==> config.mk <==
export PLATFORM = sky130hd
export DESIGN_NAME = tlu_controller
export DESIGN_NICKNAME = d
export VERILOG_FILES = /design/src/tlu_pkg.sv /design/src/tlu_controller.sv /design/src/trigger_record.sv /design/src/tlu_serial_sampler.sv /design/src/tlu_trigger_fsm.sv
export SDC_FILE = /design/constraint.sdc
export NUM_CORES = 1
export LEC_CHECK = 0
export BUFFER_PORTS_ARGS = -buffer_cell sky130_fd_sc_hd__buf_2
export CORE_ASPECT_RATIO = 0.6
export CORE_MARGIN = 2
export CORE_UTILIZATION = 30
export DETAILED_ROUTE_END_ITERATION = 16
export GPL_TIMING_DRIVEN = 0
export SLEW_MARGIN = 15
export SYNTH_ARGS = -nofsm -noshare
export SYNTH_HDL_FRONTEND = slang
export SYNTH_SLANG_ARGS = --single-unit
==> constraint.sdc <==
create_clock -name TRIGGER_CLK -period 3.9 [get_ports TRIGGER_CLK]
set_input_delay 0.195 -clock TRIGGER_CLK [delete_from_list [all_inputs] [get_ports TRIGGER_CLK]]
set_output_delay 0.195 -clock TRIGGER_CLK [all_outputs]
set_load 0.02 [all_outputs]
==> src/tlu_pkg.sv <==
// TLU trigger controller package
// shared widths, mode and data format codes, and the trigger FSM states
package tlu_pkg;

    localparam int DATA_W = 32;           // output data word
    localparam int CFG_W = 8;             // threshold, timeout and delay settings
    localparam int LATCH_EXTRA_WAIT = 5;  // added to data_delay before the latch

    // codes 2'b01 and 2'b10 are not used and accept nothing
    typedef enum logic [1:0] {
        mode_simple     = 2'b00,  // level trigger, optional high-time filter
        mode_tlu_number = 2'b11   // TLU handshake with serial number readout
    } trigger_mode_t;

    // 2'b11 is treated like fmt_number
    typedef enum logic [1:0] {
        fmt_number    = 2'b00,  // trigger number only
        fmt_timestamp = 2'b01,  // timestamp only
        fmt_combined  = 2'b10   // timestamp 14:0 over number 15:0
    } data_format_t;

    typedef enum logic [2:0] {
        st_idle              = 3'd0,
        st_capture           = 3'd1,  // simple mode, one cycle before latch
        st_wait_trigger_low  = 3'd2,  // TLU holds the line high until busy seen
        st_send_clock        = 3'd3,
        st_wait_before_latch = 3'd4,
        st_latch             = 3'd5,
        st_wait_ack          = 3'd6
    } fsm_state_t;

endpackage
==> src/tlu_controller.sv <==
// TLU trigger controller top level
// trigger FSM, serial number sampler and data word record
module tlu_controller #(
    parameter int DIVISOR          = 8,
    parameter int MAX_CLOCK_CYCLES = 17,
    parameter int TIMESTAMP_W      = 32
) (
    input  logic                       TRIGGER_CLK,
    input  logic                       RESET,
    input  logic                       trigger,
    input  logic                       trigger_enable,
    input  logic                       trigger_veto,
    input  logic                       trigger_ack,
    input  logic                       timestamp_reset,
    input  tlu_pkg::trigger_mode_t     trigger_mode,
    input  tlu_pkg::data_format_t      data_format,
    input  logic                       msb_first,
    input  logic [tlu_pkg::CFG_W-1:0]  trigger_threshold,
    input  logic [tlu_pkg::CFG_W-1:0]  low_timeout,
    input  logic [tlu_pkg::CFG_W-1:0]  data_delay,
    output logic                       trigger_accepted,
    output logic                       tlu_busy,
    output logic                       tlu_clock_enable,
    output logic                       trigger_data_write,
    output logic [tlu_pkg::DATA_W-1:0] trigger_data,
    output logic [TIMESTAMP_W-1:0]     timestamp,
    output logic                       trigger_low_timeout_error
);
    import tlu_pkg::*;

    logic [DATA_W-1:0] tlu_number;  // sampler to record

    tlu_trigger_fsm #(
        .DIVISOR          (DIVISOR),
        .MAX_CLOCK_CYCLES (MAX_CLOCK_CYCLES)
    ) u_fsm (
        .TRIGGER_CLK               (TRIGGER_CLK),
        .RESET                     (RESET),
        .trigger                   (trigger),
        .trigger_enable            (trigger_enable),
        .trigger_veto              (trigger_veto),
        .trigger_ack               (trigger_ack),
        .trigger_mode              (trigger_mode),
        .trigger_threshold         (trigger_threshold),
        .low_timeout               (low_timeout),
        .data_delay                (data_delay),
        .trigger_accepted          (trigger_accepted),
        .tlu_busy                  (tlu_busy),
        .tlu_clock_enable          (tlu_clock_enable),
        .trigger_data_write        (trigger_data_write),
        .trigger_low_timeout_error (trigger_low_timeout_error)
    );

    tlu_serial_sampler #(
        .DIVISOR          (DIVISOR),
        .MAX_CLOCK_CYCLES (MAX_CLOCK_CYCLES)
    ) u_sampler (
        .TRIGGER_CLK      (TRIGGER_CLK),
        .RESET            (RESET),
        .trigger          (trigger),
        .tlu_clock_enable (tlu_clock_enable),
        .trigger_accepted (trigger_accepted),
        .msb_first        (msb_first),
        .tlu_number       (tlu_number)
    );

    trigger_record #(
        .TIMESTAMP_W (TIMESTAMP_W)
    ) u_record (
        .TRIGGER_CLK        (TRIGGER_CLK),
        .RESET              (RESET),
        .trigger_accepted   (trigger_accepted),
        .trigger_data_write (trigger_data_write),
        .timestamp_reset    (timestamp_reset),
        .trigger_mode       (trigger_mode),
        .data_format        (data_format),
        .tlu_number         (tlu_number),
        .timestamp          (timestamp),
        .trigger_data       (trigger_data)
    );

endmodule

==> src/trigger_record.sv <==
// Trigger record
// timestamp and accepted-trigger counters, latched at the accept pulse,
// and the formatted 32-bit data word
module trigger_record #(
    parameter int TIMESTAMP_W = 32
) (
    input  logic                       TRIGGER_CLK,
    input  logic                       RESET,
    input  logic                       trigger_accepted,
    input  logic                       trigger_data_write,
    input  logic                       timestamp_reset,
    input  tlu_pkg::trigger_mode_t     trigger_mode,
    input  tlu_pkg::data_format_t      data_format,
    input  logic [tlu_pkg::DATA_W-1:0] tlu_number,
    output logic [TIMESTAMP_W-1:0]     timestamp,
    output logic [tlu_pkg::DATA_W-1:0] trigger_data
);
    import tlu_pkg::*;

    logic [DATA_W-1:0]      trig_count;  // triggers accepted since reset
    logic [DATA_W-1:0]      count_q;
    logic [TIMESTAMP_W-1:0] ts_q;
    logic [DATA_W-1:0]      number_sel;
    logic [DATA_W-1:0]      word;
    logic [DATA_W-1:0]      word_q;

    always_ff @(posedge TRIGGER_CLK)
    begin
        if (RESET || timestamp_reset)
            timestamp <= '0;
        else
            timestamp <= timestamp + 1'b1;
    end

    always_ff @(posedge TRIGGER_CLK)
    begin
        if (RESET)
            trig_count <= '0;
        else if (trigger_accepted)
            trig_count <= trig_count + 1'b1;
    end

    // snapshot closest to the trigger
    always_ff @(posedge TRIGGER_CLK)
    begin
        if (trigger_accepted)
        begin
            ts_q    <= timestamp;
            count_q <= trig_count; // count before this trigger
        end
    end

    assign number_sel = (trigger_mode == mode_tlu_number) ? tlu_number : count_q;

    always_comb
    begin
        case (data_format)
            fmt_timestamp:
                word = {1'b1, ts_q[30:0]};
            fmt_combined:
                word = {1'b1, ts_q[14:0], number_sel[15:0]};
            default:
                word = {1'b1, number_sel[30:0]}; // number only, also 2'b11
        endcase
    end

    always_ff @(posedge TRIGGER_CLK)
    begin
        if (trigger_data_write)
            word_q <= word;
    end

    // valid already in the write cycle, then held
    assign trigger_data = trigger_data_write ? word : word_q;

endmodule

==> src/tlu_serial_sampler.sv <==
// TLU serial number sampler
// picks one mid-slot sample per TLU clock period and drops the start bit
module tlu_serial_sampler #(
    parameter int DIVISOR          = 8,
    parameter int MAX_CLOCK_CYCLES = 17
) (
    input  logic                       TRIGGER_CLK,
    input  logic                       RESET,
    input  logic                       trigger,
    input  logic                       tlu_clock_enable,
    input  logic                       trigger_accepted,
    input  logic                       msb_first,
    output logic [tlu_pkg::DATA_W-1:0] tlu_number
);
    import tlu_pkg::*;

    localparam int NUM_BITS = MAX_CLOCK_CYCLES - 1;
    localparam int PHASE_W = (DIVISOR > 1) ? $clog2(DIVISOR) : 1;
    localparam int SLOT_W = $clog2(MAX_CLOCK_CYCLES + 1);
    localparam logic [PHASE_W-1:0] SAMPLE_AT = PHASE_W'(DIVISOR / 2);
    localparam logic [PHASE_W-1:0] LAST_PHASE = PHASE_W'(DIVISOR - 1);

    logic [PHASE_W-1:0]  phase;    // cycle within the slot
    logic [SLOT_W-1:0]   slot;
    logic [NUM_BITS-1:0] shift_q;  // first received bit ends up on top
    logic [NUM_BITS-1:0] ordered;

    always_ff @(posedge TRIGGER_CLK)
    begin
        if (RESET || !tlu_clock_enable)
        begin
            phase <= '0;
            slot  <= '0;
        end
        else if (phase == LAST_PHASE)
        begin
            phase <= '0;
            slot  <= slot + 1'b1;
        end
        else
            phase <= phase + 1'b1;
    end

    always_ff @(posedge TRIGGER_CLK)
    begin
        if (trigger_accepted)
            shift_q <= '0;
        else if (tlu_clock_enable && phase == SAMPLE_AT && slot != '0) // slot 0 is the start bit
            shift_q <= {shift_q[NUM_BITS-2:0], trigger};
    end

    always_comb
    begin
        for (int i = 0; i < NUM_BITS; i++)
            ordered[i] = msb_first ? shift_q[i] : shift_q[NUM_BITS-1-i];
    end

    assign tlu_number = DATA_W'(ordered); // zero-extended

endmodule

==> src/tlu_trigger_fsm.sv <==
// Trigger FSM
// accepts a filtered level trigger or a TLU handshake and sequences
// busy, TLU clock, latch and acknowledge wait
module tlu_trigger_fsm #(
    parameter int DIVISOR          = 8,
    parameter int MAX_CLOCK_CYCLES = 17
) (
    input  logic                      TRIGGER_CLK,
    input  logic                      RESET,
    input  logic                      trigger,
    input  logic                      trigger_enable,
    input  logic                      trigger_veto,
    input  logic                      trigger_ack,
    input  tlu_pkg::trigger_mode_t    trigger_mode,
    input  logic [tlu_pkg::CFG_W-1:0] trigger_threshold,
    input  logic [tlu_pkg::CFG_W-1:0] low_timeout,
    input  logic [tlu_pkg::CFG_W-1:0] data_delay,
    output logic                      trigger_accepted,
    output logic                      tlu_busy,
    output logic                      tlu_clock_enable,
    output logic                      trigger_data_write,
    output logic                      trigger_low_timeout_error
);
    import tlu_pkg::*;

    localparam int CLK_TOTAL = MAX_CLOCK_CYCLES * DIVISOR;
    localparam int CLK_CNT_W = $clog2(CLK_TOTAL + 1);

    fsm_state_t state;
    fsm_state_t next;

    logic                 trigger_ff;
    logic                 trigger_flag;
    logic [CFG_W-1:0]     high_cnt;     // consecutive high samples since the edge
    logic [CFG_W-1:0]     low_cnt;
    logic [CLK_CNT_W-1:0] clk_cnt;
    logic [CFG_W:0]       wait_cnt;
    logic [CFG_W:0]       wait_total;
    logic                 ack_seen;
    logic                 simple_go;
    logic                 tlu_go;
    logic                 timeout_hit;

    always_ff @(posedge TRIGGER_CLK)
    begin
        if (RESET)
            trigger_ff <= 1'b0;
        else
            trigger_ff <= trigger;
    end

    assign trigger_flag = trigger & ~trigger_ff; // rising edge seen at this sample

    // high-time filter, only counts in idle and only from a rising edge
    always_ff @(posedge TRIGGER_CLK)
    begin
        if (RESET || state != st_idle)
            high_cnt <= '0;
        else if (trigger_flag || (trigger && high_cnt != '0))
        begin
            if (high_cnt != '1)
                high_cnt <= high_cnt + 1'b1; // saturate
        end
        else
            high_cnt <= '0;
    end

    assign simple_go = (trigger_mode == mode_simple) && trigger_enable && !trigger_veto
                       && ((trigger_threshold == '0) ? trigger_flag
                                                     : (trigger && high_cnt >= trigger_threshold));
    assign tlu_go = (trigger_mode == mode_tlu_number) && trigger_enable && trigger_flag;

    assign timeout_hit = (low_timeout != '0) && (low_cnt >= low_timeout);
    assign wait_total = {1'b0, data_delay} + (CFG_W + 1)'(LATCH_EXTRA_WAIT);

    always_ff @(posedge TRIGGER_CLK)
    begin
        if (RESET)
            state <= st_idle;
        else
            state <= next;
    end

    always_comb
    begin
        next = state;
        case (state)
            st_idle:
            begin
                if (simple_go)
                    next = st_capture;
                else if (tlu_go)
                    next = st_wait_trigger_low;
            end
            st_capture:
                next = st_latch;
            st_wait_trigger_low:
            begin
                if (!trigger || timeout_hit)
                    next = st_send_clock;
            end
            st_send_clock:
            begin
                if (clk_cnt >= CLK_CNT_W'(CLK_TOTAL))
                    next = st_wait_before_latch;
            end
            st_wait_before_latch:
            begin
                if (wait_cnt >= wait_total)
                    next = st_latch;
            end
            st_latch:
                next = st_wait_ack;
            st_wait_ack:
            begin
                if (ack_seen)
                    next = st_idle;
            end
            default:
                next = st_idle;
        endcase
    end

    // outputs and counters follow the next state
    always_ff @(posedge TRIGGER_CLK)
    begin
        if (RESET)
        begin
            trigger_accepted          <= 1'b0;
            tlu_busy                  <= 1'b0;
            tlu_clock_enable          <= 1'b0;
            trigger_data_write        <= 1'b0;
            trigger_low_timeout_error <= 1'b0;
            ack_seen                  <= 1'b0;
            low_cnt                   <= '0;
            clk_cnt                   <= '0;
            wait_cnt                  <= '0;
        end
        else
        begin
            trigger_accepted   <= (state == st_idle) && (next != st_idle);
            tlu_busy           <= (next != st_idle);
            tlu_clock_enable   <= (next == st_send_clock);
            trigger_data_write <= (next == st_latch);
            // line still high when leaving means the timeout ended the wait
            trigger_low_timeout_error <= (state == st_wait_trigger_low)
                                         && (next == st_send_clock) && trigger;
            ack_seen <= (next == st_idle) ? 1'b0 : (ack_seen | trigger_ack);
            low_cnt  <= (next == st_wait_trigger_low) ? low_cnt + 1'b1 : '0;
            clk_cnt  <= (next == st_send_clock) ? clk_cnt + 1'b1 : '0;
            wait_cnt <= (next == st_wait_before_latch) ? wait_cnt + 1'b1 : '0;
        end
    end

endmodule

==> results_tabular.tex <==
\begin{tabular}{lr}
\hline
Metric & Value \\
\hline
\multicolumn{2}{l}{\textbf{STA}} \\
\quad Final hold vios & 0 \\
\quad Clock period minus worst slack & 3.08 ns \\
\quad Remaining max-slew budget at the tightest pin & 27.4\% \\
\quad Clk\_skew & 0.0159 ns \\
\quad Share of the cycle needed by the critical path after routing & 79.0\% \\
\quad Number of setup violations in the final report & 0 \\
\quad Setup repair after global routing missed its margin & false \\
\quad Sum of negative setup slack & 0 ns \\
\quad Measured slew at the worst slew-check pin & 1.08 ns \\
\quad Highest clock frequency the design can meet & 324 MHz \\
\quad Max-slew violation count & 0 \\
\quad Final WS setup & 0.818 ns \\
\multicolumn{2}{l}{\textbf{Critical path}} \\
\quad FF-to-FF setup slack & 0.82 ns \\
\quad CP startpoint & u\_fsm.high\_cnt[0] \\
\quad Critical path required time & 4.28 ns \\
\quad Category of the worst setup path launch point & register \\
\quad CP Class & reg -> reg \\
\quad Worst flop-to-flop path endpoint & u\_fsm.trigger\_low\_timeout\_error \\
\quad Worst reg2reg startpoint & u\_fsm.high\_cnt[0] \\
\quad Sort of element at the end of the critical path & register \\
\quad Path depth of the worst reg2reg path & 10 \\
\quad Largest fanout on the critical path & 10 \\
\quad Data arrival time at the worst-slack endpoint & 3.47 ns \\
\multicolumn{2}{l}{\textbf{Clocking}} \\
\quad CTS Sinks & 224 \\
\quad TritonCTS clock tree & built \\
\quad Root cell of the clock tree & clkbuf\_16 \\
\quad CTS clk-pin slew, worst paths & 0.07 ns \\
\quad Clock buffer count from CTS & 23 \\
\quad CTS-repair resized insts & 0 \\
\quad CTS max path bufs & 3 \\
\quad Later-pin clock latency in the skew report & 0.51 ns \\
\quad Buffer count from post-CTS setup fixing & 0 \\
\quad Total number of H-tree levels & 1 \\
\multicolumn{2}{l}{\textbf{Detailed routing}} \\
\quad DRC violations left & 0 \\
\quad DRC marker count from the first detailed-route iteration & 588 \\
\quad Vias per cell & 4.79 \\
\quad Via count & 7338 \\
\quad Drt wl/cell & 15.7 um \\
\quad DRT Wirelength & 24000 um \\
\quad Antenna Nets Post-Route & 0 \\
\quad Total iterations of the first detailed-routing run & 6 \\
\multicolumn{2}{l}{\textbf{Power and ir drop}} \\
\quad Largest vdd supply drop & 295 uV \\
\quad Part of the power in combinational logic & 16.7\% \\
\quad Power density over the cells & 525 mW/mm2 \\
\quad Cell internal pwr & 4.29 mW \\
\quad Net switching component of the power & 1.76 mW \\
\quad Clock network fraction of total power & 35.9\% \\
\quad Leakage component of the power & 4.47 nW \\
\quad Share of total power consumed by net switching & 29.1\% \\
\quad Relative contribution of sequential cells to total power & 47.4\% \\
\multicolumn{2}{l}{\textbf{Yosys}} \\
\quad Dominant cells by area after synthesis & dfxtp\_1 (33\%), edfxtp\_1 (19\%), nor2\_1 (6.1\%) \\
\quad Async S/R FF share, synth & 0\% \\
\quad Proportion of synthesized chip area in sequential cells & 52.7\% \\
\quad Adder-Cell Fraction of Synth Area & 5.29\% \\
\quad Most used standard cells in the synthesized netlist & dfxtp\_1 (162), nor2\_1 (158), edfxtp\_1 (62) \\
\quad Post-synth top flop & dfxtp\_1 \\
\quad Biggest area consumer among synthesized cells & dfxtp\_1 \\
\quad Mean cell area of the mapped netlist & 10.0 um2 \\
\quad Simple-gate portion of the synthesized area & 19.2\% \\
\quad Netlist area before placement & 0.00969 mm2 \\
\quad Post-Synthesis Cells & 968 \\
\quad Synthesis Warnings & 0 \\
\quad Net Count, Synth & 1045 \\
\quad Largest family of logic cells by synthesized area & simple AND/OR/NAND/NOR gates \\
\quad XOR/XNOR share of the synthesized area & 7.68\% \\
\quad Fraction of post-synthesis cell area in the top cell type by area & 33.5\% \\
\quad Area fraction in compound gates after synthesis & 8.32\% \\
\quad Distinct cell type count of the synthesized netlist & 54 \\
\quad Post-synth EDFFs & 62 \\
\quad Most frequent cell after synthesis & dfxtp\_1 \\
\quad Number of storage elements in the synthesis netlist & 224 \\
\quad Multiplexer share of the synthesized area & 3.51\% \\
\multicolumn{2}{l}{\textbf{Floorplanning}} \\
\quad Number of top-level pins & 105 \\
\quad Starting density of the core & 30.8\% \\
\quad Core area & 0.0315 mm2 \\
\quad Placement row count & 50 \\
\quad Die outline area & 0.0338 mm2 \\
\quad Die outline height & 143 um \\
\quad Overall die width & 236 um \\
\multicolumn{2}{l}{\textbf{Min path}} \\
\quad Count of cells along the worst hold path & 2 \\
\quad Min-Delay Startpoint & RESET \\
\quad Type of the most critical hold path & in -> reg \\
\quad Hold endpoint & u\_fsm.state[2] \\
\multicolumn{2}{l}{\textbf{Place}} \\
\quad Worst slack, placed & 0.766 ns \\
\quad Input/output buffers & 103 \\
\quad Placed wire-length estimate after detailed placement & 18300 um \\
\quad Gp weighted congestion & 0.906 \\
\multicolumn{2}{l}{\textbf{GRT}} \\
\quad Wire length of the first global-routing pass & 37900 um \\
\quad Grt ovf & 0 \\
\quad Vias in the first global route & 6812 \\
\quad Antenna violations before repair & 0 \\
\quad Global Route Usage Sum & 14.1\% \\
\quad Largest net degree at the start of global routing & 58 \\
\multicolumn{2}{l}{\textbf{Cells and area}} \\
\quad Share of final-layout standard cells stronger than drive strength 1 & 14.7\% \\
\quad Antenna diodes & 0 \\
\quad Total of fill cells in the finished design & 3149 \\
\quad Synth-to-layout area growth & 18.7\% \\
\quad Number of nets in the layout & 1175 \\
\multicolumn{2}{l}{\textbf{Status}} \\
\quad Result of the run & finished, final reports clean \\
\multicolumn{2}{l}{\textbf{Run}} \\
\quad Max-cap check violation count & 0 \\
\hline
\end{tabular}
## logic make-up after synthesis
group | count (synthesis)
xor gates and xnor gates | 85
DFF | 224
muxes | 34
and+or+nand+nor | 378
adders and majority gates | 41
AOI/OAI and AO/OA | 128
buffers and inverters | 78
## layout by cell type (no fill, tap or decap), types with 8 or more instances in the layout
cell         n
a22oi_1     15
nand3_1     45
edfxtp_1    62
a21oi_1     43
clkbuf_16   23
mux2i_1     34
a211oi_1    19
xor2_1      52
nor3_1      15
and3_1      22
and4_1       8
clkbuf_1    38
buf_2      106
ha_1        41
dfxtp_1    161
nor2_1     158
nor4_1       8
o21ai_0     13
a31oi_1     22
inv_1       37
or3_1        8
xnor2_1     33
nand2_1     54
nand4_1     17
## layout make-up
type                    instances  area, um2  area share (%)
plain buffers                  41        185            1.61
clock inverters                13        129            1.12
flip-flops and latches        224       5110            44.4
multi-input cells             666       4260            37.0
repair buffers                105        553            4.81
clock buffers                  29        608            5.29
well taps                     416        520            4.52
inverters                      37        139            1.21
## worst max-delay path by stage
stage                                                  to  cells after the start
after global routing      u_fsm.trigger_low_timeout_error                     10
after CTS                 u_fsm.trigger_low_timeout_error                     10
after detailed placement  u_fsm.trigger_low_timeout_error                     13
after global placement            u_record.trig_count[30]                      7
final                     u_fsm.trigger_low_timeout_error                     10
after floorplan                   u_record.trig_count[20]                      6
## power groups by stage
stage,Sequential [mW],Combinational (mW),Clock [mW]
global placement,2.97,0.932,0
CTS,2.86,1.02,2.21
finish,2.86,1.01,2.17
global route,2.89,1.11,2.32
floorplan,2.90,0.612,0
detailed placement,2.91,1.02,0
## what timing repair did
action,in CTS,in global routing
hold buffers,1,0
hold endpoints to repair,1,0
setup endpoints to repair,0,0
## layer usage
metal	vias to the layer above	track usage, %	share of wire [%]
li1	3663	-	-
met1	3448	22.2	52
met2	206	18.9	38
met3	21	3.77	9.0
met4	0	2.41	1.0
met5	-	0	0
## per-stage QoR
stage	hold WS [ns]	utilization, %	cell area, um2	instances	power (mW)
6_report	0.0186	36.6	11500	1531	6.04
5_1_grt	0.0254	36.6	11500	1531	6.32
4_1_cts	0.0113	36.6	11500	1531	6.09
3_5_place_dp	0.409	34.2	10800	1488	3.92
3_3_place_gp	0.412	34.1	10700	1487	3.91
2_1_floorplan	0.276	-	9690	968	3.51
## critical path, stage by stage, from the launching register on
cell	delay (ns)
dfxtp_1	0.40
inv_1	0.10
ha_1	0.27
nand2b_1	0.15
a2111oi_0	0.47
o31a_1	0.25
o21ai_0	0.14
a211oi_1	0.26
clkbuf_1	0.47
buf_2	0.34
nor3b_1	0.12
## flip-flops by register name (all words and copies together), names as in the netlist
signal and count:
u_fsm.low_cnt 8, u_sampler.shift_q 16, u_fsm.ack_seen 1, u_sampler.phase 3, u_record.count_q 31, u_fsm.clk_cnt 8
u_fsm.trigger_accepted 1, u_fsm.state 3, u_record.word_q 32, u_record.timestamp 32, u_fsm.trigger_ff 1, u_fsm.trigger_data_write 1
u_fsm.tlu_clock_enable 1, u_fsm.tlu_busy 1, u_record.trig_count 31, u_fsm.trigger_low_timeout_error 1, u_record.ts_q 31, u_fsm.wait_cnt 9
u_fsm.high_cnt 8, u_sampler.slot 5
Power figures use the tool's default switching activity.
